<file path="config.mk">
export PLATFORM = sky130hd
export DESIGN_NAME = execute_unit
export DESIGN_NICKNAME = d
export VERILOG_FILES = /design/src/rv_isa_pkg.sv /design/src/rv_pipe_pkg.sv /design/src/execute_unit.sv
export SDC_FILE = /design/constraint.sdc
export NUM_CORES = 1
export LEC_CHECK = 0
export ABC_CLOCK_PERIOD_IN_PS = 9300
export CORE_AREA = 5 5 186 188
export DETAILED_ROUTE_END_ITERATION = 8
export DIE_AREA = 0 0 191 193
export DONT_BUFFER_PORTS = 1
export GPL_TIMING_DRIVEN = 0
export SYNTH_ARGS = -nofsm -noshare
export SYNTH_HDL_FRONTEND = slang
export SYNTH_SLANG_ARGS = --single-unit
</file>
<file path="constraint.sdc">
create_clock -name vclk -period 9.3
set_input_delay 0.93 -clock vclk [all_inputs]
set_output_delay 0.93 -clock vclk [all_outputs]
set_load 0.05 [all_outputs]
</file>
<file path="src/rv_isa_pkg.sv">
`default_nettype none

package rv_isa_pkg;

   typedef logic [31:0] word_t;
   typedef logic [4:0]  reg_idx_t;
   typedef logic [2:0]  funct3_t;

   typedef enum logic [6:0] {
      OPC_OP     = 7'b0110011,
      OPC_OP_IMM = 7'b0010011,
      OPC_LUI    = 7'b0110111,
      OPC_LOAD   = 7'b0000011,
      OPC_STORE  = 7'b0100011,
      OPC_BRANCH = 7'b1100011,
      OPC_JAL    = 7'b1101111
   } opcode_e;

   // funct3 of register-register ops
   typedef enum logic [2:0] {
      F3_ADD_SUB = 3'b000,
      F3_SLT     = 3'b010,
      F3_XOR     = 3'b100,
      F3_OR      = 3'b110,
      F3_AND     = 3'b111
   } funct3_op_e;

   typedef enum logic [6:0] {
      F7_BASE = 7'b0000000,
      F7_ALT  = 7'b0100000   // SUB
   } funct7_e;

   localparam funct3_t F3_ADDI = 3'b000;
   localparam funct3_t F3_WORD = 3'b010;   // LW and SW
   localparam funct3_t F3_BEQ  = 3'b000;
   localparam funct3_t F3_BNE  = 3'b001;

   typedef enum logic [2:0] {
      ALU_ADD,
      ALU_SUB,
      ALU_AND,
      ALU_OR,
      ALU_XOR,
      ALU_SLT,
      ALU_PASS_B
   } alu_op_e;

   localparam word_t NOP_WORD = 32'h0000_0013;   // addi x0, x0, 0

endpackage

`default_nettype wire

</file>
<file path="src/rv_pipe_pkg.sv">
`default_nettype none

package rv_pipe_pkg;

   localparam int MEM_WORDS  = 1024;
   localparam int MEM_ADDR_W = 10;

   typedef logic [MEM_ADDR_W-1:0] mem_addr_t;

   typedef struct packed {
      rv_isa_pkg::alu_op_e alu_op;
      logic                use_imm;
      logic                reg_write;
      logic                mem_read;
      logic                mem_write;
      logic                is_branch;
      logic                branch_ne;   // BNE when set, else BEQ
      logic                is_jal;
   } ctrl_t;

   typedef struct packed {
      logic              valid;
      rv_isa_pkg::word_t pc;
      rv_isa_pkg::word_t instr;
   } if_id_t;

   typedef struct packed {
      logic                 valid;
      rv_isa_pkg::word_t    pc;
      rv_isa_pkg::reg_idx_t rs1;
      rv_isa_pkg::reg_idx_t rs2;
      rv_isa_pkg::reg_idx_t rd;
      rv_isa_pkg::word_t    op1;
      rv_isa_pkg::word_t    op2;
      rv_isa_pkg::word_t    imm;
      ctrl_t                ctrl;
   } id_ex_t;

   typedef struct packed {
      logic                 valid;
      rv_isa_pkg::word_t    pc;
      rv_isa_pkg::reg_idx_t rd;
      rv_isa_pkg::word_t    alu_result;
      rv_isa_pkg::word_t    store_data;
      ctrl_t                ctrl;
   } ex_mem_t;

   typedef struct packed {
      logic                 valid;
      rv_isa_pkg::word_t    pc;
      rv_isa_pkg::reg_idx_t rd;
      rv_isa_pkg::word_t    result;
      logic                 reg_write;
   } mem_wb_t;

   typedef struct packed {
      logic                 valid;
      rv_isa_pkg::word_t    pc;
      rv_isa_pkg::reg_idx_t rd;
      rv_isa_pkg::word_t    wdata;
      logic                 we;
   } retire_t;

   // Empty decode slot
   localparam if_id_t IF_BUBBLE = '{valid: 1'b0, pc: '0, instr: rv_isa_pkg::NOP_WORD};

endpackage

`default_nettype wire

</file>
<file path="src/execute_unit.sv">
`timescale 1ns/1ps
`default_nettype none

module execute_unit (
   input  rv_pipe_pkg::id_ex_t  id_ex_i,
   input  rv_pipe_pkg::ex_mem_t ex_mem_i,
   input  rv_pipe_pkg::mem_wb_t mem_wb_i,
   output rv_pipe_pkg::ex_mem_t ex_mem_o,
   output logic                 redirect_o,
   output rv_isa_pkg::word_t    target_o
);

   logic              mem_fwd_ok;
   logic              wb_fwd_ok;
   rv_isa_pkg::word_t opa;
   rv_isa_pkg::word_t rs2_val;
   rv_isa_pkg::word_t opb;
   rv_isa_pkg::word_t alu_res;
   logic              equal;
   logic              taken;

   assign mem_fwd_ok = ex_mem_i.valid && ex_mem_i.ctrl.reg_write && (ex_mem_i.rd != '0);
   assign wb_fwd_ok  = mem_wb_i.valid && mem_wb_i.reg_write && (mem_wb_i.rd != '0);

   // Youngest producer first
   assign opa = (mem_fwd_ok && ex_mem_i.rd == id_ex_i.rs1) ? ex_mem_i.alu_result :
                (wb_fwd_ok && mem_wb_i.rd == id_ex_i.rs1)  ? mem_wb_i.result :
                id_ex_i.op1;
   assign rs2_val = (mem_fwd_ok && ex_mem_i.rd == id_ex_i.rs2) ? ex_mem_i.alu_result :
                    (wb_fwd_ok && mem_wb_i.rd == id_ex_i.rs2)  ? mem_wb_i.result :
                    id_ex_i.op2;
   assign opb = id_ex_i.ctrl.use_imm ? id_ex_i.imm : rs2_val;

   always_comb begin
      case (id_ex_i.ctrl.alu_op)
         rv_isa_pkg::ALU_ADD:    alu_res = opa + opb;
         rv_isa_pkg::ALU_SUB:    alu_res = opa - opb;
         rv_isa_pkg::ALU_AND:    alu_res = opa & opb;
         rv_isa_pkg::ALU_OR:     alu_res = opa | opb;
         rv_isa_pkg::ALU_XOR:    alu_res = opa ^ opb;
         rv_isa_pkg::ALU_SLT:    alu_res = {31'b0, $signed(opa) < $signed(opb)};
         rv_isa_pkg::ALU_PASS_B: alu_res = opb;
         default:                alu_res = opa + opb;
      endcase
   end

   // Branch compare uses the register operands, not the ALU
   assign equal = (opa == rs2_val);
   assign taken = id_ex_i.ctrl.is_branch && (id_ex_i.ctrl.branch_ne ? !equal : equal);

   assign redirect_o = id_ex_i.valid && (taken || id_ex_i.ctrl.is_jal);
   assign target_o   = id_ex_i.pc + id_ex_i.imm;

   always_comb begin
      ex_mem_o            = '0;
      ex_mem_o.valid      = id_ex_i.valid;
      ex_mem_o.pc         = id_ex_i.pc;
      ex_mem_o.rd         = id_ex_i.rd;
      ex_mem_o.alu_result = id_ex_i.ctrl.is_jal ? id_ex_i.pc + 32'd4 : alu_res;   // Link
      ex_mem_o.store_data = rs2_val;
      ex_mem_o.ctrl       = id_ex_i.ctrl;
   end

   always_comb begin
      a_no_ghost_redirect : assert final (id_ex_i.valid || !redirect_o)
         else $error("execute_unit: redirect from an empty EX slot");
   end

endmodule

`default_nettype wire

</file>
== Yosys cells after proc, flatten, opt, wreduce, memory -nomap -nowiden ==
Index checks and enable logic that the tools add are counted.
Storage, ports and cells
  bits in registers: 0
Operators by class
  add/sub/neg operators: 4
  magnitude comparators: 1
  eq/ne operators: 11
  multiplexer cells: 8
  bitwise gates (word level): 3
  reductions and logical operators: 14
Operators with widths (number)
  $mux W32: 6
  $pmux W32 S6: 1
  $add A32 B32 Y32: 2
  $add A32 B3 Y32 const B: 1
  $and A32 B32 Y32: 1
  $eq A32 B32 Y1: 1
  $lt A32 B32 Y1: 1
  $or A32 B32 Y32: 1
  $sub A32 B32 Y32: 1
  $xor A32 B32 Y32: 1
  $eq A5 B5 Y1: 4
  $logic_and A1 B1 Y1: 10
  $reduce_bool A5 Y1: 2
  $eq A3 B3 Y1 const B: 3
  $eq A3 B2 Y1 const B: 2
  $eq A3 B1 Y1 const B: 1
  $logic_not A1 Y1: 1
  $logic_or A1 B1 Y1: 1
  $mux W1: 1

== Depth between registers and ports, before layout ==
Gate-level depths: netlist of the first run.
  depth after elaboration: 11
  mapped depth: 22

== Worst setup path before layout of the first run ==
OpenSTA, ideal clock, no wires.
  kind: input to output
  start point: input ex_mem_i[75] in the netlist's numbering
  end point: output ex_mem_o[72] in the netlist's numbering
  arrival time: 6936 ps
  path slack: 1434 ps
  stages on the path: 20
  cells stage by stage: or4_1 > o211ai_1 > or4_1 > buf_4 > buf_2 > nor2_1 > a21oi_1 > mux2i_1 > fa_1 > nor2b_1 > o2111ai_1 > nand3_1 > nand4_1 > a41oi_2 > and3_1 > a41oi_2 > o31ai_1 > a21oi_1 > xor2_1 > a221oi_1
RTL lines
  from (decl): RTL line execute_unit.sv:6  | input rv_pipe_pkg::ex_mem_t ex_mem_i,
  to (decl): RTL line execute_unit.sv:8  | output rv_pipe_pkg::ex_mem_t ex_mem_o,

==> reports/results.txt, run 1 <==
Status: finished, violations left
Violated checks: capacitance limit
Worst Path Class, Setup: in2out
Relative slew slack: 0.00359
Initial DRT Pass Iterations: 5
DR vias/cell: 6.09
Syn nets: 2015
Int Power: 0.000283 W
Avg WL per Cell: 27.9 um
Via count: 12200
Share of layout cells above drive strength 1: 0.0924
HPWL after DPL: 46.6 mm
Slew Limit Fails: 0
Grt ovf: 0
Routability cong.: 0.990
# hold bufs at CTS: 0
Post-Layout Cell Count: 2009
Post-cts resize count: 0
Worst-margin pin slew: 1.49 ns
Sw Ratio: 0.719
Reg power frac: 0
Final core utilization: 0.336
Antenna-violating nets left: 0
Area Overhead vs Synth: 7.71%
Core Box Area: 32900 um^2
Total Wirelength: 56.1 mm
P_leak: 5.12 nW
Net Sw Power: 0.000724 W
Die Height: 193 um
Final hold vios: 0
1st-iter DRT viols: 1250
Final #Nets: 2028
Setup TNS: 0 ns
Crit-path slowest cell: buf_1
Die Span X: 191 um
Initial Utilization: 0.312
CP delay by family, top: compound AO/OA/AOI/OAI gates
WHS Endpoint: ex_mem_o[5]
Mapped Avg Cell Area: 6.64 um^2
DRC viols: 0
PwrDens: 91.0 nW/um^2
CP arrival: 8.06 ns
Cell variety after synth: 79
RSZ-0062 raised after global routing: no
Min Tclk post-route: 8.99 ns
Port Buffer Count: 0
Seq. cell area: 0 um^2
Area share of the largest cell type after synthesis: 0.156
Setup bufs post-CTS: 0
Dominant cell type by area after synthesis: ha_1
Hold Path Origin: id_ex_i[5]
WHS Path Cells: 1
Final Setup Violations: 0
Dpl cells: 2004
Vias in the first global route: 11800
Combinational Power Share: 1.000
IR drop worst, VDD: 47.1 uV
Pin count of the biggest net entering global routing: 11
Worst Path Required: 8.37 ns
Crit end category: output pin
Initial antenna violation count: 5
Worst Path Buf+Inv: 4
Clock buffer cells: 0
Startpoint type of the worst setup path: primary input
Max Cap Viol: 1
Final period util: 0.967
Die ar.: 36900 um^2
Flip-flop and latch count: 0
I/O pins: 482
Max stage delay on crit path: 0.95 ns
Mapped Cells: 1547
Hold slack: 2.03 ns
Clock share of power: 0
Total track usage: 0.282
First-pass GRT wire length: 78.5 mm
CP Max Fanout: 10
Critical path cell sequence: clkbuf_1, clkbuf_1, buf_1, mux2i_1, inv_1, ha_1, o21ba_2, o21ai_0, a31o_2, o21a_1, o211ai_2, a21oi_1, nor4_1, o211ai_1, xnor2_1, a21oi_1, a2111oi_4
Synth Cell Area: 10300 um^2
Min-Delay Path Class: in2out
Synthesis Warnings: 0
# rows: 67
Seq/Total Area, Yosys: 0
F_max: 0.111 GHz
Synth top area cells: ha_1 (16%), a21oi_1 (8.9%), mux2i_1 (8.9%)
==> layer usage <==
| metal | vias to the layer above | share of wire | track usage |
|---|---|---|---|
| met5 | - | 0.00073 | 0 |
| met4 | 6 | 0.053 | 0.106 |
| li1 | 5499 | - | - |
| met3 | 154 | 0.12 | 0.0767 |
| met1 | 5818 | 0.39 | 0.356 |
| met2 | 753 | 0.44 | 0.462 |
==> cells in the final DEF (no fill, tap or decap), drive strengths merged, types with 15 or more instances in the layout <==
cell type | synthesis | final
xnor2 | 71 | 71
a211oi | 15 | 15
nor3 | 24 | 24
o21ai | 101 | 101
nand2 | 99 | 99
a21oi | 189 | 189
a21o | 30 | 30
a31oi | 19 | 19
mux2i | 91 | 91
inv | 127 | 127
nor2 | 158 | 158
a221oi | 16 | 16
xor2 | 65 | 65
clkbuf | 48 | 49
o221ai | 15 | 15
ha | 128 | 128
buf | 83 | 93
nand3 | 38 | 38
==> synth_stat cells, types with 12 or more instances <==
cell type / number
nand3_1: 38
nand4_1: 13
a221oi_1: 14
nor4_1: 12
a31oi_1: 18
clkbuf_1: 48
a21o_1: 28
inv_1: 127
xnor2_1: 71
nand2_1: 99
o211ai_1: 12
a211oi_1: 15
ha_1: 128
nand2b_1: 12
and3_1: 14
xor2_1: 65
o221ai_1: 15
buf_4: 55
buf_2: 15
mux2i_1: 91
nor2_1: 158
a21oi_1: 183
o21bai_1: 13
nor2b_1: 13
o21ai_0: 91
nor3_1: 24
==> cell type report <==
class / instances / area (um^2)
fill: 3644 / 21900
multi-input combinational: 1288 / 9140
buffer: 131 / 754
tap: 448 / 561
inverter: 128 / 480
timing repair buffer: 11 / 124
antenna: 3 / 7.51
==> through the flow <==
step | power (W) | setup slack (ns) | instance area [um^2]
5_1_grt | 0.00107 | 0.104 | 11100
3_5_place_dp | 0.000987 | 0.577 | 11000
3_3_place_gp | 0.000970 | 0.0282 | 10800
6_report | 0.00101 | 0.308 | 11100
2_1_floorplan | 0.000779 | 1.43 | 10300
4_1_cts | 0.000991 | 0.573 | 11000
==> power by group through the flow <==
stage / logic [W] / registers [W] / clock network (W)
4_1_cts: 0.000991 / 0 / 0
3_5_place_dp: 0.000987 / 0 / 0
3_3_place_gp: 0.000970 / 0 / 0
5_1_grt: 0.00107 / 0 / 0.0000000000288
2_1_floorplan: 0.000779 / 0 / 0
6_report: 0.00101 / 0 / 0.0000000000369
==> how the worst max path moves through the flow <==
stage	endpoint	depth (start not counted)	slack, ns	startpoint
2_1_floorplan	ex_mem_o[72]	20	1.43	ex_mem_i[75]
3_3_place_gp	ex_mem_o[72]	22	0.03	ex_mem_i[75]
3_5_place_dp	ex_mem_o[67]	17	0.58	id_ex_i[6]
4_1_cts	ex_mem_o[67]	21	0.57	ex_mem_i[75]
5_1_grt	ex_mem_o[67]	21	0.10	ex_mem_i[75]
6_report	ex_mem_o[73]	17	0.31	id_ex_i[6]
==> cell families after synthesis <==
| group | share of synthesized area |
|---|---|
| buf+inv | 0.120 |
| fa+ha+maj | 0.162 |
| compound gates | 0.313 |
| simple gates | 0.191 |
| xor+xnor | 0.116 |
| mux | 0.0985 |
Power figures use the tool's default switching activity.
==> run 2, diff against run 1 <==
--- a/config.mk
+++ b/config.mk
@@ -5,7 +5,7 @@
 export SDC_FILE = /design/constraint.sdc
 export NUM_CORES = 1
 export LEC_CHECK = 0
-export ABC_CLOCK_PERIOD_IN_PS = 9300
+export ABC_CLOCK_PERIOD_IN_PS = 9100
 export CORE_AREA = 5 5 186 188
 export DETAILED_ROUTE_END_ITERATION = 8
 export DIE_AREA = 0 0 191 193
==> constraint.sdc (replaced) <==
create_clock -name vclk -period 9.1
set_input_delay 0.91 -clock vclk [all_inputs]
set_output_delay 0.91 -clock vclk [all_outputs]
set_load 0.05 [all_outputs]
==> run 2 against run 1 <==
  * The run now ends clean
  * Global-route usage unchanged
  * Hold slack got worse by 0.040 ns
  * Cell area hardly changed
  * Cell count unchanged
  * Utilization is essentially flat
  * Power rose by 2.2%
  * Sequential cell count did not move
==> reports/results.txt, run 2 (synthesis results as in run 1) <==
Status: finished clean
DR vias/cell: 6.08 (about the same)
IR drop worst, VDD: 48.4 uV (+2.7%)
Initial Utilization: 0.312 (unchanged)
Final Setup Violations: 0 (unchanged)
HPWL after DPL: 46.6 mm (unchanged)
Final period util: 0.977
Via count: 12200 (-0.098%)
Total track usage: 0.282 (unchanged)
Min-Delay Path Class: in2out
F_max: 0.112 GHz
First-pass GRT wire length: 78.5 mm (unchanged)
Final #Nets: 2028 (unchanged)
Clock buffer cells: 0 (unchanged)
Antenna-violating nets left: 0 (unchanged)
Commonest non-fill, non-tap cell in the layout: a21oi_1
Share of layout cells above drive strength 1: 0.0931 (+0.000642)
Fillers: 3646 (+0.055%)
Die Height: 193 um (unchanged)
PwrDens: 92.9 nW/um^2 (+2.1%)
Crit end category: output pin
Area Overhead vs Synth: 7.74% (about the same)
Max Cap Viol: 0 (-1)
Routability cong.: 0.990 (unchanged)
Worst Path Class, Setup: in2out
I/O pins: 482 (unchanged)
Post-cts resize count: 0 (unchanged)
# hold bufs at CTS: 0 (unchanged)
Vias in the first global route: 11800 (unchanged)
Worst-margin pin slew: 1.47 ns (-0.0285 ns)
Final hold vios: 0 (unchanged)
Port Buffer Count: 0 (unchanged)
Slew Limit Fails: 0 (unchanged)
Hold slack: 1.99 ns (-0.0400 ns)
Avg WL per Cell: 27.9 um (about the same)
Relative slew slack: 0.0226 (+0.0190)
Flip-flop and latch count: 0 (unchanged)
Die Span X: 191 um (unchanged)
Min Tclk post-route: 8.89 ns
Setup bufs post-CTS: 0 (unchanged)
CP Max Fanout: 10 (unchanged)
Pin count of the biggest net entering global routing: 11 (unchanged)
Setup TNS: 0 ns (unchanged)
Initial DRT Pass Iterations: 5 (unchanged)
Initial antenna violation count: 5 (unchanged)
Worst Path Required: 8.19 ns (-0.18 ns)
CP arrival: 7.98 ns (-0.08 ns)
Multi-input logic area: 9150 um^2 (about the same)
Overall power: 0.00103 W (+2.2%)
Grt ovf: 0 (unchanged)
Seq. cell area: 0 um^2 (unchanged)
Die ar.: 36900 um^2 (unchanged)
Cell area after layout: 11100 um^2 (about the same)
RSZ-0062 raised after global routing: no
Startpoint type of the worst setup path: primary input
DRC viols: 0 (unchanged)
# rows: 67 (unchanged)
Placed cell area: 11000 um^2 (unchanged)
1st-iter DRT viols: 1203 (-3.8%)
Total Wirelength: 56.1 mm (about the same)
P_leak: 5.12 nW (about the same)
Core Box Area: 32900 um^2 (unchanged)
Commonest non-fill, non-tap cells in the layout: a21oi_1 (168), nor2_1 (158), ha_1 (128), inv_1 (127), nand2_1 (99)
Final core utilization: 0.336 (about the same)
-- run 2: cell counts in the layout (fill, tap and decap cells not counted) --
Identical to the previous run, type by type.
-- run 2: per-layer routing --
| layer | wire [um] | global-route usage | vias up | part of all wire |
|---|---|---|---|---|
| li1 | - | - | 5508 | - |
| met1 | 21900 | 0.356 | 5765 | 0.39 |
| met2 | 24700 | 0.462 | 797 | 0.44 |
| met3 | 6630 | 0.0767 | 142 | 0.12 |
| met4 | 2830 | 0.106 | 6 | 0.050 |
| met5 | 41 | 0 | - | 0.00073 |
-- run 2: metrics by stage --
stage / setup WS (ns) / instances
floorplan: 1.27 / 1547
global placement: -0.132 / 1995
detailed placement: 0.417 / 2004
CTS: 0.413 / 2004
global route: 0.0417 / 2008
finish: 0.206 / 2009
-- run 2: power breakdown --
group | total, W | internal, W | switching [W] | leakage [nW]
registers | 0 | 0 | 0 | 0
clock network | 0.0000000000381 | 0.0000000000381 | 0 | 0.0000190
logic | 0.00103 | 0.000289 | 0.000739 | 5.12
-- run 2: critical path: stages --
cell,delay (ns)
clkbuf_1,0.41
clkbuf_1,0.89
buf_1,0.95
mux2i_1,0.68
inv_1,0.10
ha_1,0.36
o21ba_2,0.15
o21ai_0,0.22
a31o_2,0.35
o21a_1,0.26
o211ai_2,0.28
a21oi_1,0.13
nor4_1,0.79
o211ai_1,0.25
xnor2_1,0.20
a21oi_1,0.12
a2111oi_4,0.90
-- run 2: final cells by class --
type	instances	share of cell area
well taps	448	0.0506
diodes	3	0.000678
plain buffers	131	0.0681
inverters	128	0.0434
repair buffers	11	0.0112
multi-input cells	1288	0.826
-- run 2: final timing paths --
path,to,from,depth (start not counted)
min,ex_mem_o[5],id_ex_i[5],1
max,ex_mem_o[73],id_ex_i[6],17
==> run 3, diff against run 2 <==
--- a/config.mk
+++ b/config.mk
@@ -6,11 +6,14 @@
 export NUM_CORES = 1
 export LEC_CHECK = 0
 export ABC_CLOCK_PERIOD_IN_PS = 9100
-export CORE_AREA = 5 5 186 188
+export CELL_PAD_IN_SITES_DETAIL_PLACEMENT = 0
+export CELL_PAD_IN_SITES_GLOBAL_PLACEMENT = 1
+export CORE_AREA = 5 5 185 187
 export DETAILED_ROUTE_END_ITERATION = 8
-export DIE_AREA = 0 0 191 193
+export DIE_AREA = 0 0 190 192
 export DONT_BUFFER_PORTS = 1
 export GPL_TIMING_DRIVEN = 0
+export PLACE_DENSITY = 0.63
 export SYNTH_ARGS = -nofsm -noshare
 export SYNTH_HDL_FRONTEND = slang
 export SYNTH_SLANG_ARGS = --single-unit
==> constraint.sdc (replaced) <==
create_clock -name vclk -period 9.1
set_input_delay 1.365 -clock vclk [all_inputs]
set_output_delay 1.365 -clock vclk [all_outputs]
set_load 0.05 [all_outputs]
==> run 3 against run 2 <==
  * Worst setup slack improved by 0.066 ns
  * Non-clock buffer count decreased by 5
  * Critical path depth increased by 5
  * Sequential cell count unchanged
  * Cell area increased by 0.49%
  * Critical endpoint is now ex_mem_o[60]
  * Die area decreased by 1.0%
==> reports/results.txt, run 3 (synthesis results as in run 1) <==
Share of layout cells above drive strength 1: 0.0985 (+0.00545)
WHS Path Cells: 1 (unchanged)
Initial DRT Pass Iterations: 5 (unchanged)
RSZ-0062 raised after global routing: no
Routability cong.: 0.991 (+0.12%)
Startpoint type of the worst setup path: primary input
Core Box Area: 32300 um^2 (-2.0%)
Avg WL per Cell: 28.3 um (+1.5%)
Final Setup Violations: 0 (unchanged)
HPWL after DPL: 47.0 mm (+0.74%)
Die Span X: 190 um (-0.52%)
DRC viols: 0 (unchanged)
Min-Delay Path Class: in2out
Commonest non-fill, non-tap cells in the layout: a21oi_1 (164), nor2_1 (158), ha_1 (128), inv_1 (127), nand2_1 (99)
Max stage delay on crit path: 0.85 ns (-0.10 ns)
Dpl cells: 1995 (-0.45%)
PnR worst setup slack: 0.271 ns (+0.0656 ns)
Status: finished clean
P_leak: 5.12 nW (about the same)
Commonest non-fill, non-tap cell in the layout: a21oi_1
Worst Path Required: 7.74 ns (-0.45 ns)
Flip-flop and latch count: 0 (unchanged)
CP arrival: 7.46 ns (-0.52 ns)
Relative slew slack: 0.0419 (+0.0194)
Grt ovf: 0 (unchanged)
Critical path cell sequence: or4_1, o211ai_1, or4_1, buf_4, buf_2, nor2_1, a21oi_4, mux2_2, ha_1, inv_1, fa_1, nand2b_1, a21oi_1, o21bai_1, a211oi_1, a221oi_1, o21bai_1, a21boi_0, nor2_1, a211oi_1, a21oi_1, o31ai_2
Crit-path slowest cell: o31ai_2
F_max: 0.113 GHz (+0.74%)
Crit end category: output pin
Die ar.: 36500 um^2 (-1.0%)
PwrDens: 92.9 nW/um^2 (about the same)
Final #Nets: 2023 (-0.25%)
Max Cap Viol: 0 (unchanged)
Pin count of the biggest net entering global routing: 11 (unchanged)
Post-place setup slack: -1.02 ns (-1.43 ns)
# rows: 66 (-1.5%)
Initial Utilization: 0.318 (+0.00635)
Post-Layout Cell Count: 1996 (-0.65%)
First-pass GRT wire length: 80.0 mm (+1.9%)
Via count: 11900 (-2.2%)
Vias in the first global route: 11900 (+0.90%)
Initial antenna violation count: 5 (unchanged)
Min Tclk post-route: 8.83 ns (-0.0656 ns)
Final period util: 0.970 (-0.00721)
Die Height: 192 um (-0.52%)
Total Wirelength: 56.6 mm (+0.85%)
Port Buffer Count: 0 (unchanged)
Worst Path Class, Setup: in2out
IR drop worst, VDD: 46.7 uV (-3.5%)
Clock buffer cells: 0 (unchanged)
Worst-margin pin slew: 1.44 ns (-0.0291 ns)
Overall power: 0.00103 W (+0.45%)
DR vias/cell: 5.98 (-1.6%)
I/O pins: 482 (unchanged)
Seq. cell area: 0 um^2 (unchanged)
Area Overhead vs Synth: 8.27%
Final hold vios: 0 (unchanged)
Slew Limit Fails: 0 (unchanged)
WHS Endpoint: ex_mem_o[4]
Hold Path Origin: id_ex_i[4]
Antenna-violating nets left: 0 (unchanged)
1st-iter DRT viols: 834 (-31%)
Total track usage: 0.291 (+0.00822)
CP Max Fanout: 10 (unchanged)
[run 3: metrics by stage]
step            util  TNS [ns]  hold WS (ns)  area, um^2
3_5_place_dp   0.340     -7.31          2.90       11000
6_report       0.345         0          2.90       11100
5_1_grt        0.345         0          2.90       11100
2_1_floorplan      -         0          2.90       10300
4_1_cts        0.342         0          2.90       11000
3_3_place_gp   0.335    -10.13          2.90       10800
[run 3: worst max path at each step]
stage          slack [ns]         start  cells after the start           end
5_1_grt              0.02  ex_mem_i[75]                     22  ex_mem_o[72]
3_3_place_gp        -1.04    id_ex_i[6]                     17  ex_mem_o[71]
6_report             0.27  ex_mem_i[75]                     22  ex_mem_o[60]
2_1_floorplan        0.36  ex_mem_i[75]                     20  ex_mem_o[72]
3_5_place_dp        -1.02    id_ex_i[6]                     16  ex_mem_o[72]
4_1_cts             0.006  ex_mem_i[75]                     22  ex_mem_o[72]
[run 3: routing by layer]
metal,GRT usage,part of all wire,vias to the layer above
li1,-,-,5507
met1,0.363,0.41,5730
met2,0.485,0.45,596
met3,0.0754,0.095,105
met4,0.102,0.044,6
met5,0,0.00081,-
[run 3: where the power goes]
group	internal, W	leakage (nW)	switching (W)
clock	0.0000000000147	0.00000634	0
combinational	0.000290	5.12	0.000743
sequential	0	0	0
total	0.000290	5.12	0.000743
[run 3: area by class of cell]
cell class | instances | area, um^2
Antenna cell | 1 | 2.50
Buffer | 131 | 764
Fill cell | 3604 | 21200
Inverter | 128 | 480
Multi-Input combinational cell | 1288 | 9260
Tap cell | 442 | 553
Timing Repair Buffer | 6 | 67.6
[run 3: what timing repair did]
action	in CTS	in global routing
hold endpoints to repair	0	0
pin swaps	0	1
setup buffers	0	0
hold buffers	0	0
setup endpoints to repair	18	16
gates resized for setup	11	16
[run 3: worst max-delay path, delay by kind of cell]
kind                       cells  cell delay, ns
muxes                          1            0.30
buffers and inverters          3            0.54
AOI/OAI and AO/OA             11            3.62
adders and majority gates      2            0.65
and+or+nand+nor                5            0.98
